## src/hw/pbch_macros.svh

```systemverilog
`ifndef PBCH_MACROS_SVH
`define PBCH_MACROS_SVH

// subcarriers in one frequency-domain symbol
`define PBCH_FFT_LEN 256

// DMRS pilots in the first PBCH symbol, one on every fourth subcarrier
`define PBCH_PILOTS 64

// Gold bits thrown away before the sequence is used (Nc in 38.211)
`define PBCH_GOLD_SKIP 1600

// both LFSRs of the Gold generator are 31 bits long
`define PBCH_LFSR_LEN 31

// one candidate DMRS sequence per SSB index ibar
`define PBCH_NUM_IBAR 8

// IQ sample with the real part in the low half and the imaginary part in the high half
`define PBCH_SAMPLE_W 32

// physical cell id, 0 to 1007
`define PBCH_NID_W 10

`endif

```

## src/hw/pbch_pkg.sv

```systemverilog
`include "pbch_macros.svh"

package pbch_pkg;

    // sequencing of the DMRS generation
    typedef enum logic [2:0] {
        GEN_IDLE,
        GEN_LOAD,
        GEN_SKIP,
        GEN_STORE,
        GEN_READY
    } gen_state_e;

    // ibar detection over one PBCH symbol
    typedef enum logic [1:0] {
        DET_IDLE,
        DET_COLLECT,
        DET_DECIDE
    } det_state_e;

    typedef logic [`PBCH_SAMPLE_W-1:0] sample_t;
    typedef logic [`PBCH_NID_W-1:0] n_id_t;
    typedef logic [$clog2(`PBCH_NUM_IBAR)-1:0] ibar_t;
    // bit 1 holds c(2k) and bit 0 holds c(2k+1)
    typedef logic [1:0] dmrs_sym_t;
    typedef logic [$clog2(`PBCH_PILOTS)-1:0] pilot_idx_t;
    // a full match gives two bits per pilot, so the count reaches 128
    typedef logic [$clog2(2 * `PBCH_PILOTS + 1)-1:0] corr_t;
    typedef logic [`PBCH_NUM_IBAR-1:0] gold_vec_t;

endpackage

```

## src/hw/pbch_dmrs_ctrl.sv

```systemverilog
`timescale 1ns/1ns
`include "pbch_macros.svh"

module pbch_dmrs_ctrl (
    input  logic                                clk_i,
    input  logic                                reset_ni,
    input  logic                                n_id_valid_i,
    output logic                                gen_load_o,
    output logic                                gen_step_o,
    output logic                                wr_en_o,
    output logic [$clog2(2 * `PBCH_PILOTS)-1:0] wr_bit_idx_o,
    output logic                                dmrs_ready_o
);

    localparam int STORE_BITS = 2 * `PBCH_PILOTS;

    pbch_pkg::gen_state_e state_q;
    logic [$clog2(`PBCH_GOLD_SKIP)-1:0] step_cnt_q;

    always_ff @(posedge clk_i) begin
        if (!reset_ni) begin
            state_q      <= pbch_pkg::GEN_IDLE;
            step_cnt_q   <= '0;
            dmrs_ready_o <= 1'b0;
        end else begin
            // ready follows the finished state one cycle later and drops with a new cell id
            dmrs_ready_o <= (state_q == pbch_pkg::GEN_READY) && !n_id_valid_i;
            if (n_id_valid_i) begin
                state_q    <= pbch_pkg::GEN_LOAD;
                step_cnt_q <= '0;
            end else begin
                case (state_q)
                    pbch_pkg::GEN_LOAD: begin
                        state_q    <= pbch_pkg::GEN_SKIP;
                        step_cnt_q <= '0;
                    end
                    pbch_pkg::GEN_SKIP: begin
                        if (step_cnt_q == `PBCH_GOLD_SKIP - 1) begin
                            state_q    <= pbch_pkg::GEN_STORE;
                            step_cnt_q <= '0;
                        end else begin
                            step_cnt_q <= step_cnt_q + 1'b1;
                        end
                    end
                    pbch_pkg::GEN_STORE: begin
                        if (step_cnt_q == STORE_BITS - 1) begin
                            state_q    <= pbch_pkg::GEN_READY;
                            step_cnt_q <= '0;
                        end else begin
                            step_cnt_q <= step_cnt_q + 1'b1;
                        end
                    end
                    default: ;
                endcase
            end
        end
    end

    assign gen_load_o   = (state_q == pbch_pkg::GEN_LOAD);
    assign gen_step_o   = (state_q == pbch_pkg::GEN_SKIP) || (state_q == pbch_pkg::GEN_STORE);
    assign wr_en_o      = (state_q == pbch_pkg::GEN_STORE);
    assign wr_bit_idx_o = step_cnt_q[$clog2(STORE_BITS)-1:0];

    // the store is written in order from bit 0 and never while the pilots are in use
    a_write_order: assert property (@(posedge clk_i) disable iff (!reset_ni)
        wr_en_o |-> !dmrs_ready_o &&
            (wr_bit_idx_o == ($past(wr_en_o) ? $past(wr_bit_idx_o) + 1'b1 : '0)));

endmodule

```

## src/hw/gold_seq_gen.sv

```systemverilog
`timescale 1ns/1ns
`include "pbch_macros.svh"

module gold_seq_gen (
    input  logic                clk_i,
    input  logic                reset_ni,
    input  pbch_pkg::n_id_t     n_id_i,
    input  logic                load_i,
    input  logic                step_i,
    output pbch_pkg::gold_vec_t gold_o
);

    localparam int N = `PBCH_LFSR_LEN;

    logic [N-1:0] x1_q;
    logic [N-1:0] x2_q [0:`PBCH_NUM_IBAR-1];

    // PBCH DMRS seed from 38.211 section 7.4.1.4.1
    function automatic logic [N-1:0] calc_c_init(input int unsigned ibar,
                                                 input pbch_pkg::n_id_t n_id);
        logic [N-1:0] ib;
        logic [N-1:0] grp;
        ib  = N'(ibar + 1);
        grp = N'(n_id >> 2) + N'(1);
        return ((ib * grp) << 11) + (ib << 6) + N'(n_id[1:0]);
    endfunction

    // bit 0 of each register is the current sequence element x(n)
    always_ff @(posedge clk_i) begin
        if (!reset_ni) begin
            x1_q <= N'(1);
            for (int i = 0; i < `PBCH_NUM_IBAR; i++) begin
                x2_q[i] <= '0;
            end
        end else if (load_i) begin
            x1_q <= N'(1);
            for (int i = 0; i < `PBCH_NUM_IBAR; i++) begin
                x2_q[i] <= calc_c_init(i, n_id_i);
            end
        end else if (step_i) begin
            // x1(n+31) = x1(n+3) + x1(n)
            x1_q <= {x1_q[3] ^ x1_q[0], x1_q[N-1:1]};
            for (int i = 0; i < `PBCH_NUM_IBAR; i++) begin
                // x2(n+31) = x2(n+3) + x2(n+2) + x2(n+1) + x2(n)
                x2_q[i] <= {x2_q[i][3] ^ x2_q[i][2] ^ x2_q[i][1] ^ x2_q[i][0],
                            x2_q[i][N-1:1]};
            end
        end
    end

    always_comb begin
        for (int i = 0; i < `PBCH_NUM_IBAR; i++) begin
            gold_o[i] = x1_q[0] ^ x2_q[i][0];
        end
    end

endmodule

```

## src/hw/dmrs_store.sv

```systemverilog
`timescale 1ns/1ns
`include "pbch_macros.svh"

module dmrs_store (
    input  logic                                clk_i,
    input  logic                                wr_en_i,
    input  logic [$clog2(2 * `PBCH_PILOTS)-1:0] wr_bit_idx_i,
    input  pbch_pkg::gold_vec_t                 gold_i,
    input  pbch_pkg::pilot_idx_t                rd_idx_i,
    output pbch_pkg::dmrs_sym_t                 rd_sym_o [0:`PBCH_NUM_IBAR-1]
);

    pbch_pkg::dmrs_sym_t mem_q [0:`PBCH_NUM_IBAR-1][0:`PBCH_PILOTS-1];
    pbch_pkg::pilot_idx_t wr_pilot;

    // two Gold bits make one QPSK pilot
    assign wr_pilot = wr_bit_idx_i[$clog2(2 * `PBCH_PILOTS)-1:1];

    always_ff @(posedge clk_i) begin
        if (wr_en_i) begin
            for (int i = 0; i < `PBCH_NUM_IBAR; i++) begin
                // the even bit c(2k) lands in bit 1, the odd bit in bit 0
                if (wr_bit_idx_i[0]) begin
                    mem_q[i][wr_pilot][0] <= gold_i[i];
                end else begin
                    mem_q[i][wr_pilot][1] <= gold_i[i];
                end
            end
        end
    end

    // all eight candidates are read in parallel for the correlator
    always_comb begin
        for (int i = 0; i < `PBCH_NUM_IBAR; i++) begin
            rd_sym_o[i] = mem_q[i][rd_idx_i];
        end
    end

endmodule

```

## src/hw/subcarrier_counter.sv

```systemverilog
`timescale 1ns/1ns
`include "pbch_macros.svh"

module subcarrier_counter (
    input  logic                 clk_i,
    input  logic                 reset_ni,
    input  pbch_pkg::n_id_t      n_id_i,
    input  logic                 accept_i,
    input  logic                 start_i,
    output logic                 pilot_o,
    output logic                 last_o,
    output pbch_pkg::pilot_idx_t pilot_idx_o
);

    localparam int SC_W = $clog2(`PBCH_FFT_LEN);

    logic                 active_q;
    logic [SC_W-1:0]      sc_q;
    pbch_pkg::pilot_idx_t pilot_idx_q;
    logic                 in_sym;
    logic [SC_W-1:0]      cur_sc;

    // a start flag on the current sample restarts the count at subcarrier 0
    assign in_sym      = start_i || active_q;
    assign cur_sc      = start_i ? '0 : sc_q;
    assign pilot_idx_o = start_i ? '0 : pilot_idx_q;

    // pilots sit where (k - N_id) mod 4 is zero
    assign pilot_o = in_sym && (cur_sc[1:0] == n_id_i[1:0]);
    assign last_o  = in_sym && (cur_sc == SC_W'(`PBCH_FFT_LEN - 1));

    always_ff @(posedge clk_i) begin
        if (!reset_ni) begin
            active_q    <= 1'b0;
            sc_q        <= '0;
            pilot_idx_q <= '0;
        end else if (accept_i && in_sym) begin
            active_q    <= !last_o;
            sc_q        <= cur_sc + 1'b1;
            pilot_idx_q <= pilot_idx_o + pbch_pkg::pilot_idx_t'(pilot_o);
        end
    end

endmodule

```

## src/hw/ibar_correlator.sv

```systemverilog
`timescale 1ns/1ns
`include "pbch_macros.svh"

module ibar_correlator (
    input  logic                 clk_i,
    input  logic                 reset_ni,
    input  logic                 dmrs_ready_i,
    input  logic                 s_valid_i,
    input  logic                 pbch_start_i,
    input  pbch_pkg::sample_t    s_data_i,
    input  logic                 pilot_i,
    input  logic                 last_i,
    input  pbch_pkg::pilot_idx_t pilot_idx_i,
    input  pbch_pkg::dmrs_sym_t  rd_sym_i [0:`PBCH_NUM_IBAR-1],
    output pbch_pkg::pilot_idx_t rd_idx_o,
    output logic                 accept_o,
    output logic                 s_ready_o,
    output logic                 ibar_valid_o,
    output pbch_pkg::ibar_t      ibar_o
);

    localparam int HALF_W = `PBCH_SAMPLE_W / 2;

    pbch_pkg::det_state_e state_q;
    pbch_pkg::corr_t      corr_q [0:`PBCH_NUM_IBAR-1];
    pbch_pkg::corr_t      best_corr;
    pbch_pkg::ibar_t      best_idx;
    pbch_pkg::dmrs_sym_t  demod;
    logic [1:0]           hits [0:`PBCH_NUM_IBAR-1];
    logic                 acc_en;

    assign s_ready_o = dmrs_ready_i && (state_q != pbch_pkg::DET_DECIDE);
    assign accept_o  = s_valid_i && s_ready_o;
    assign rd_idx_o  = pilot_idx_i;
    assign acc_en    = accept_o && (pbch_start_i || state_q == pbch_pkg::DET_COLLECT);

    // hard decision on the sign bits, real part first
    assign demod = {s_data_i[HALF_W-1], s_data_i[`PBCH_SAMPLE_W-1]};

    always_comb begin
        for (int i = 0; i < `PBCH_NUM_IBAR; i++) begin
            hits[i] = 2'(rd_sym_i[i][1] == demod[1]) + 2'(rd_sym_i[i][0] == demod[0]);
        end
    end

    // strict compare keeps the lowest ibar on a tie and gives 0 when all counts are zero
    always_comb begin
        best_idx  = '0;
        best_corr = corr_q[0];
        for (int i = 1; i < `PBCH_NUM_IBAR; i++) begin
            if (corr_q[i] > best_corr) begin
                best_corr = corr_q[i];
                best_idx  = pbch_pkg::ibar_t'(i);
            end
        end
    end

    // a start flag drops whatever was summed so far
    always_ff @(posedge clk_i) begin
        for (int i = 0; i < `PBCH_NUM_IBAR; i++) begin
            if (state_q == pbch_pkg::DET_DECIDE) begin
                corr_q[i] <= '0;
            end else if (acc_en) begin
                corr_q[i] <= (pbch_start_i ? pbch_pkg::corr_t'(0) : corr_q[i]) +
                             (pilot_i ? pbch_pkg::corr_t'(hits[i]) : pbch_pkg::corr_t'(0));
            end
        end
    end

    always_ff @(posedge clk_i) begin
        if (!reset_ni) begin
            state_q      <= pbch_pkg::DET_IDLE;
            ibar_valid_o <= 1'b0;
            ibar_o       <= '0;
        end else begin
            ibar_valid_o <= 1'b0;
            case (state_q)
                pbch_pkg::DET_IDLE: begin
                    if (accept_o && pbch_start_i) begin
                        state_q <= pbch_pkg::DET_COLLECT;
                    end
                end
                pbch_pkg::DET_COLLECT: begin
                    if (accept_o && last_i) begin
                        state_q <= pbch_pkg::DET_DECIDE;
                    end
                end
                default: begin
                    ibar_o       <= best_idx;
                    ibar_valid_o <= 1'b1;
                    state_q      <= pbch_pkg::DET_IDLE;
                end
            endcase
        end
    end

    a_single_pulse: assert property (@(posedge clk_i) disable iff (!reset_ni)
        ibar_valid_o |=> !ibar_valid_o);

endmodule

```

## src/hw/pbch_dmrs_detector.sv

```systemverilog
`timescale 1ns/1ns
`include "pbch_macros.svh"

module pbch_dmrs_detector (
    input  logic              clk_i,
    input  logic              reset_ni,
    input  pbch_pkg::n_id_t   N_id_i,
    input  logic              N_id_valid_i,
    input  pbch_pkg::sample_t s_data_i,
    input  logic              s_valid_i,
    input  logic              pbch_start_i,
    output logic              s_ready_o,
    output logic              dmrs_ready_o,
    output pbch_pkg::ibar_t   ibar_o,
    output logic              ibar_valid_o
);

    pbch_pkg::n_id_t                     n_id_q;
    logic                                gen_load;
    logic                                gen_step;
    logic                                wr_en;
    logic [$clog2(2 * `PBCH_PILOTS)-1:0] wr_bit_idx;
    pbch_pkg::gold_vec_t                 gold_bits;
    pbch_pkg::pilot_idx_t                rd_idx;
    pbch_pkg::dmrs_sym_t                 rd_sym [0:`PBCH_NUM_IBAR-1];
    logic                                pilot;
    logic                                last;
    pbch_pkg::pilot_idx_t                pilot_idx;
    logic                                accept;

    // the cell id is held here and feeds both the seed and the pilot offset
    always_ff @(posedge clk_i) begin
        if (!reset_ni) begin
            n_id_q <= '0;
        end else if (N_id_valid_i) begin
            n_id_q <= N_id_i;
        end
    end

    pbch_dmrs_ctrl dmrs_ctrl_i (
        .clk_i        (clk_i),
        .reset_ni     (reset_ni),
        .n_id_valid_i (N_id_valid_i),
        .gen_load_o   (gen_load),
        .gen_step_o   (gen_step),
        .wr_en_o      (wr_en),
        .wr_bit_idx_o (wr_bit_idx),
        .dmrs_ready_o (dmrs_ready_o)
    );

    gold_seq_gen gold_seq_gen_i (
        .clk_i    (clk_i),
        .reset_ni (reset_ni),
        .n_id_i   (n_id_q),
        .load_i   (gen_load),
        .step_i   (gen_step),
        .gold_o   (gold_bits)
    );

    dmrs_store dmrs_store_i (
        .clk_i        (clk_i),
        .wr_en_i      (wr_en),
        .wr_bit_idx_i (wr_bit_idx),
        .gold_i       (gold_bits),
        .rd_idx_i     (rd_idx),
        .rd_sym_o     (rd_sym)
    );

    subcarrier_counter subcarrier_counter_i (
        .clk_i       (clk_i),
        .reset_ni    (reset_ni),
        .n_id_i      (n_id_q),
        .accept_i    (accept),
        .start_i     (pbch_start_i),
        .pilot_o     (pilot),
        .last_o      (last),
        .pilot_idx_o (pilot_idx)
    );

    ibar_correlator ibar_correlator_i (
        .clk_i        (clk_i),
        .reset_ni     (reset_ni),
        .dmrs_ready_i (dmrs_ready_o),
        .s_valid_i    (s_valid_i),
        .pbch_start_i (pbch_start_i),
        .s_data_i     (s_data_i),
        .pilot_i      (pilot),
        .last_i       (last),
        .pilot_idx_i  (pilot_idx),
        .rd_sym_i     (rd_sym),
        .rd_idx_o     (rd_idx),
        .accept_o     (accept),
        .s_ready_o    (s_ready_o),
        .ibar_valid_o (ibar_valid_o),
        .ibar_o       (ibar_o)
    );

endmodule

```

## config.mk

```make
export PLATFORM = sky130hd
export DESIGN_NAME = pbch_dmrs_detector
export DESIGN_NICKNAME = d
export VERILOG_FILES = /design/src/hw/pbch_pkg.sv /design/src/hw/pbch_dmrs_ctrl.sv /design/src/hw/gold_seq_gen.sv /design/src/hw/dmrs_store.sv /design/src/hw/subcarrier_counter.sv /design/src/hw/ibar_correlator.sv /design/src/hw/pbch_dmrs_detector.sv
export VERILOG_INCLUDE_DIRS = /design/src /design/src/hw
export SDC_FILE = /design/constraint.sdc
export NUM_CORES = 2
export LEC_CHECK = 0
export BUFFER_PORTS_ARGS = -buffer_cell sky130_fd_sc_hd__buf_4
export CAP_MARGIN = 30
export CORE_MARGIN = 2
export CORE_UTILIZATION = 60
export DETAILED_ROUTE_END_ITERATION = 16
export PLACE_DENSITY = 0.77
export SYNTH_ARGS = -nofsm -noshare
export SYNTH_HDL_FRONTEND = slang
export SYNTH_SLANG_ARGS = --single-unit
```

## constraint.sdc

```tcl
create_clock -name clk_i -period 34.3 [get_ports clk_i]
set_clock_uncertainty 0.15 [all_clocks]
set_input_delay 6.86 -clock clk_i [delete_from_list [all_inputs] [get_ports clk_i]]
set_output_delay 6.86 -clock clk_i [all_outputs]
set_load 0.01 [all_outputs]
```

==> metrics.cfg <==
[run_status]
run_status = finished clean

[pwr]
power_density_cells_nw_per_um2 = 53.5
power_mw = 3.54
vdd.ir_drop.worst_mv = 0.0341
leakage_nw = 22.5

[flow_run]
drv_cap = 0

[yosys]
synth.top_cells.by_count = 1336 x edfxtp_1, 464 x nand2_1, 331 x nor2_1
synth.distinct_cells = 76
yosys_warnings = 0
synth-seq-cells = 1413
synth_top_area_share_pct = 66.8
syn-mean-instance-area_um2 = 14.8
post-synth-top-count-cell = edfxtp_1
synth.net_count = 4221
synth_area_leader_cell = edfxtp_1
syn-cell-area_um2 = 60000
synth-seq-area-share_pct = 69.4
asyncSetResetFlopFracSynth_pct = 0
synth-edff-count = 1336
synthCells = 4043
synthFlopType = edfxtp_1
synth_area_leaders = edfxtp_1 67%, mux4_2 4.8%, nand2_1 2.9%, dfxtp_1 2.6%, mux2_2 2.4%

[route]
antenna_violating_nets_post_route = 0
drt_pass1_iterations = 12
via_count = 34500
drt-initial-drc-count = 4498
finalWirelength_mm = 130
wl_per_cell_um = 23.8
route.detailed.drc = 0
detail_route.vias_per_cell = 6.35

[clock_tree]
clkLatencyLatePin_ps = 770
tritoncts_clock_tree = done
cts-root-buf = clkbuf_16
cts_setup_buffers = 0
ctsResizeCount = 0
clockBufferDepth = 3
holdBufCountCts = 0
cts_htree_levels = 4
tritoncts.num_buffers = 141
cts.sink_count = 1413
cts.reportedPaths.clkPinSlew_ps = 60

[place]
hpwlAfterDp_mm = 73.9
gpl.final_weighted_congestion = 0.839
place.detailed.instances = 5174
port_buffers = 22

[global_route]
grt_peak_use_layer = met2
globalRouteMet1Util_pct = 36.1
global_route.overflow_total = 0
antenna_violations_before_repair = 2
first_global_vias = 34100
groute.layer.met3.usage_pct = 4.57
largest_net_degree_at_the_start_of_global_routing = 128
grt_first_pass_wirelength_mm = 199
grt_usage_pct = 25.3
grt.met2_usage_pct = 40.4

[critical_path]
crit_required_ps = 34750
timing.critical_path.from_type = register
capturing_element_type_of_the_critical_path = register
worst-setup-path-type = register to register
critical_path.reg2reg.startpoint = ibar_correlator_i.corr_q[0][13]$_SDFFCE_PN0P_
critical_path.startpoint = ibar_correlator_i.corr_q[0][13]$_SDFFCE_PN0P_
cpMostUsedCell = ha_1
crit_path_max_incr_delay_ps = 640
timing.reg2reg.setup_slack_ps = 18830
cpMaxStageDelayCell = or2_1
timing.critical_path.fanout_max = 24
critical_path_arrival_ps = 15920

[sta]
timing.final.crit_period_ps = 15470
final.period_utilization_pct = 45.1
setup_tns_final_ps = 0
worst_slew_pin_slew_ps = 1030
relSlewSlack_pct = 31.3
setup_viol = 0
timing.hold.ws_ps = 295
rsz0062_at_grt = false
hold_viol_final = 0
achievable-frequency_mhz = 64.7
report.final.slew_viol_count = 0

[final_layout]
final_nets = 4201
finalCoreUtilization_pct = 66.3
finalNonFillerCells = 5431
syn2layout_area_growth_pct = 10.1
layout.filler_cells = 6603
post_route_cells_drive_above_1_share_pct = 13.7

[die]
die_x_um = 320
core_um2 = 99600
die_h_um = 320
placement_rows = 116
dieArea_um2 = 103000
initial_core_util_pct = 60.3
io_pins = 53

[min_path]
holdCritPathClass = register to register
holdCritStartpoint = gold_seq_gen_i.x1_q[16]$_SDFFE_PP0P_

[report_power, final]
part / leakage, nW / internal [mW] / switching (mW) / total (mW)
registers: 12.8 / 1.93 / 0.00897 / 1.94
logic: 7.52 / 0.0306 / 0.0853 / 0.116
clock network: 2.16 / 0.839 / 0.642 / 1.48
[final timing paths]
check / to / cells past startpoint
worst min-delay path: gold_seq_gen_i.x1_q[15]$_SDFFE_PP0P_ / 2
worst min register to register: gold_seq_gen_i.x1_q[15]$_SDFFE_PP0P_ / 2
worst max register to register: ibar_correlator_i.ibar_o[2]$_SDFFE_PN0P_ / 65
worst max-delay path: ibar_correlator_i.ibar_o[2]$_SDFFE_PN0P_ / 65
[worst max-delay path: cells and delay by family (launching register included)]
kind / cells / cell delay (ps)
buffers and inverters: 4 / 660
adder cells (fa/ha/maj): 7 / 2100
multiplexers: 6 / 2030
AND/OR/NAND/NOR: 15 / 3040
AO/OA/AOI/OAI: 33 / 6800
flip-flops: 1 / 480
[area by class of cell]
cell class	count	area (um^2)	share of cell area, %
Antenna cell	1	2.50	0.00379
Clock buffer	178	3750	5.68
Clock inverter	74	643	0.974
Inverter	90	338	0.511
Multi-Input combinational cell	2300	17300	26.2
Sequential cell	1413	41700	63.1
Tap cell	1298	1620	2.46
Timing Repair Buffer	77	696	1.05
[sequential cells by signal (all words and copies together), names as in the netlist, 2 cells and up]
name                              cells
ibar_correlator_i.ibar_o              3
dmrs_ctrl_i.state_q                   3
dmrs_ctrl_i.step_cnt_q               11
ibar_correlator_i.state_q             2
gold_seq_gen_i.x1_q                  31
subcarrier_counter_i.pilot_idx_q      6
dmrs_store_i.mem_q                 1024
gold_seq_gen_i.x2_q                 248
subcarrier_counter_i.sc_q             8
n_id_q                               10
ibar_correlator_i.corr_q             64
[logic make-up after synthesis]
group	share of synthesized area [%]
DFF	69.4
and+or+nand+nor	8.43
AOI/OAI and AO/OA	7.26
buffers and inverters	2.13
muxes	8.02
adders and majority gates	2.94
xor gates and xnor gates	1.81
[stage by stage]
stage	instance area, um^2	worst slack [ps]
finish	66100	18830
global route	66100	17570
CTS	66000	18790
detailed placement	61600	18860
global placement	61500	19210
floorplan	60000	21680
[cells in the final DEF (no fill, tap or decap), drive strengths merged, types with 100 or more instances in the layout]
| cell type | synthesis | routed |
|---|---|---|
| a21oi | 208 | 208 |
| a222oi | 126 | 126 |
| and2 | 147 | 147 |
| clkbuf | 190 | 178 |
| edfxtp | 1336 | 1336 |
| ha | 114 | 114 |
| inv | 90 | 100 |
| mux2 | 131 | 131 |
| mux4 | 129 | 129 |
| nand2 | 464 | 464 |
| nor2 | 332 | 332 |
[per-layer routing]
metal / share of wire, % / wire length (um)
met1: 40 / 52400
met2: 48 / 62500
met3: 9.0 / 11600
met4: 2.3 / 3030
met5: 0.012 / 16
Power figures use the tool's default switching activity.
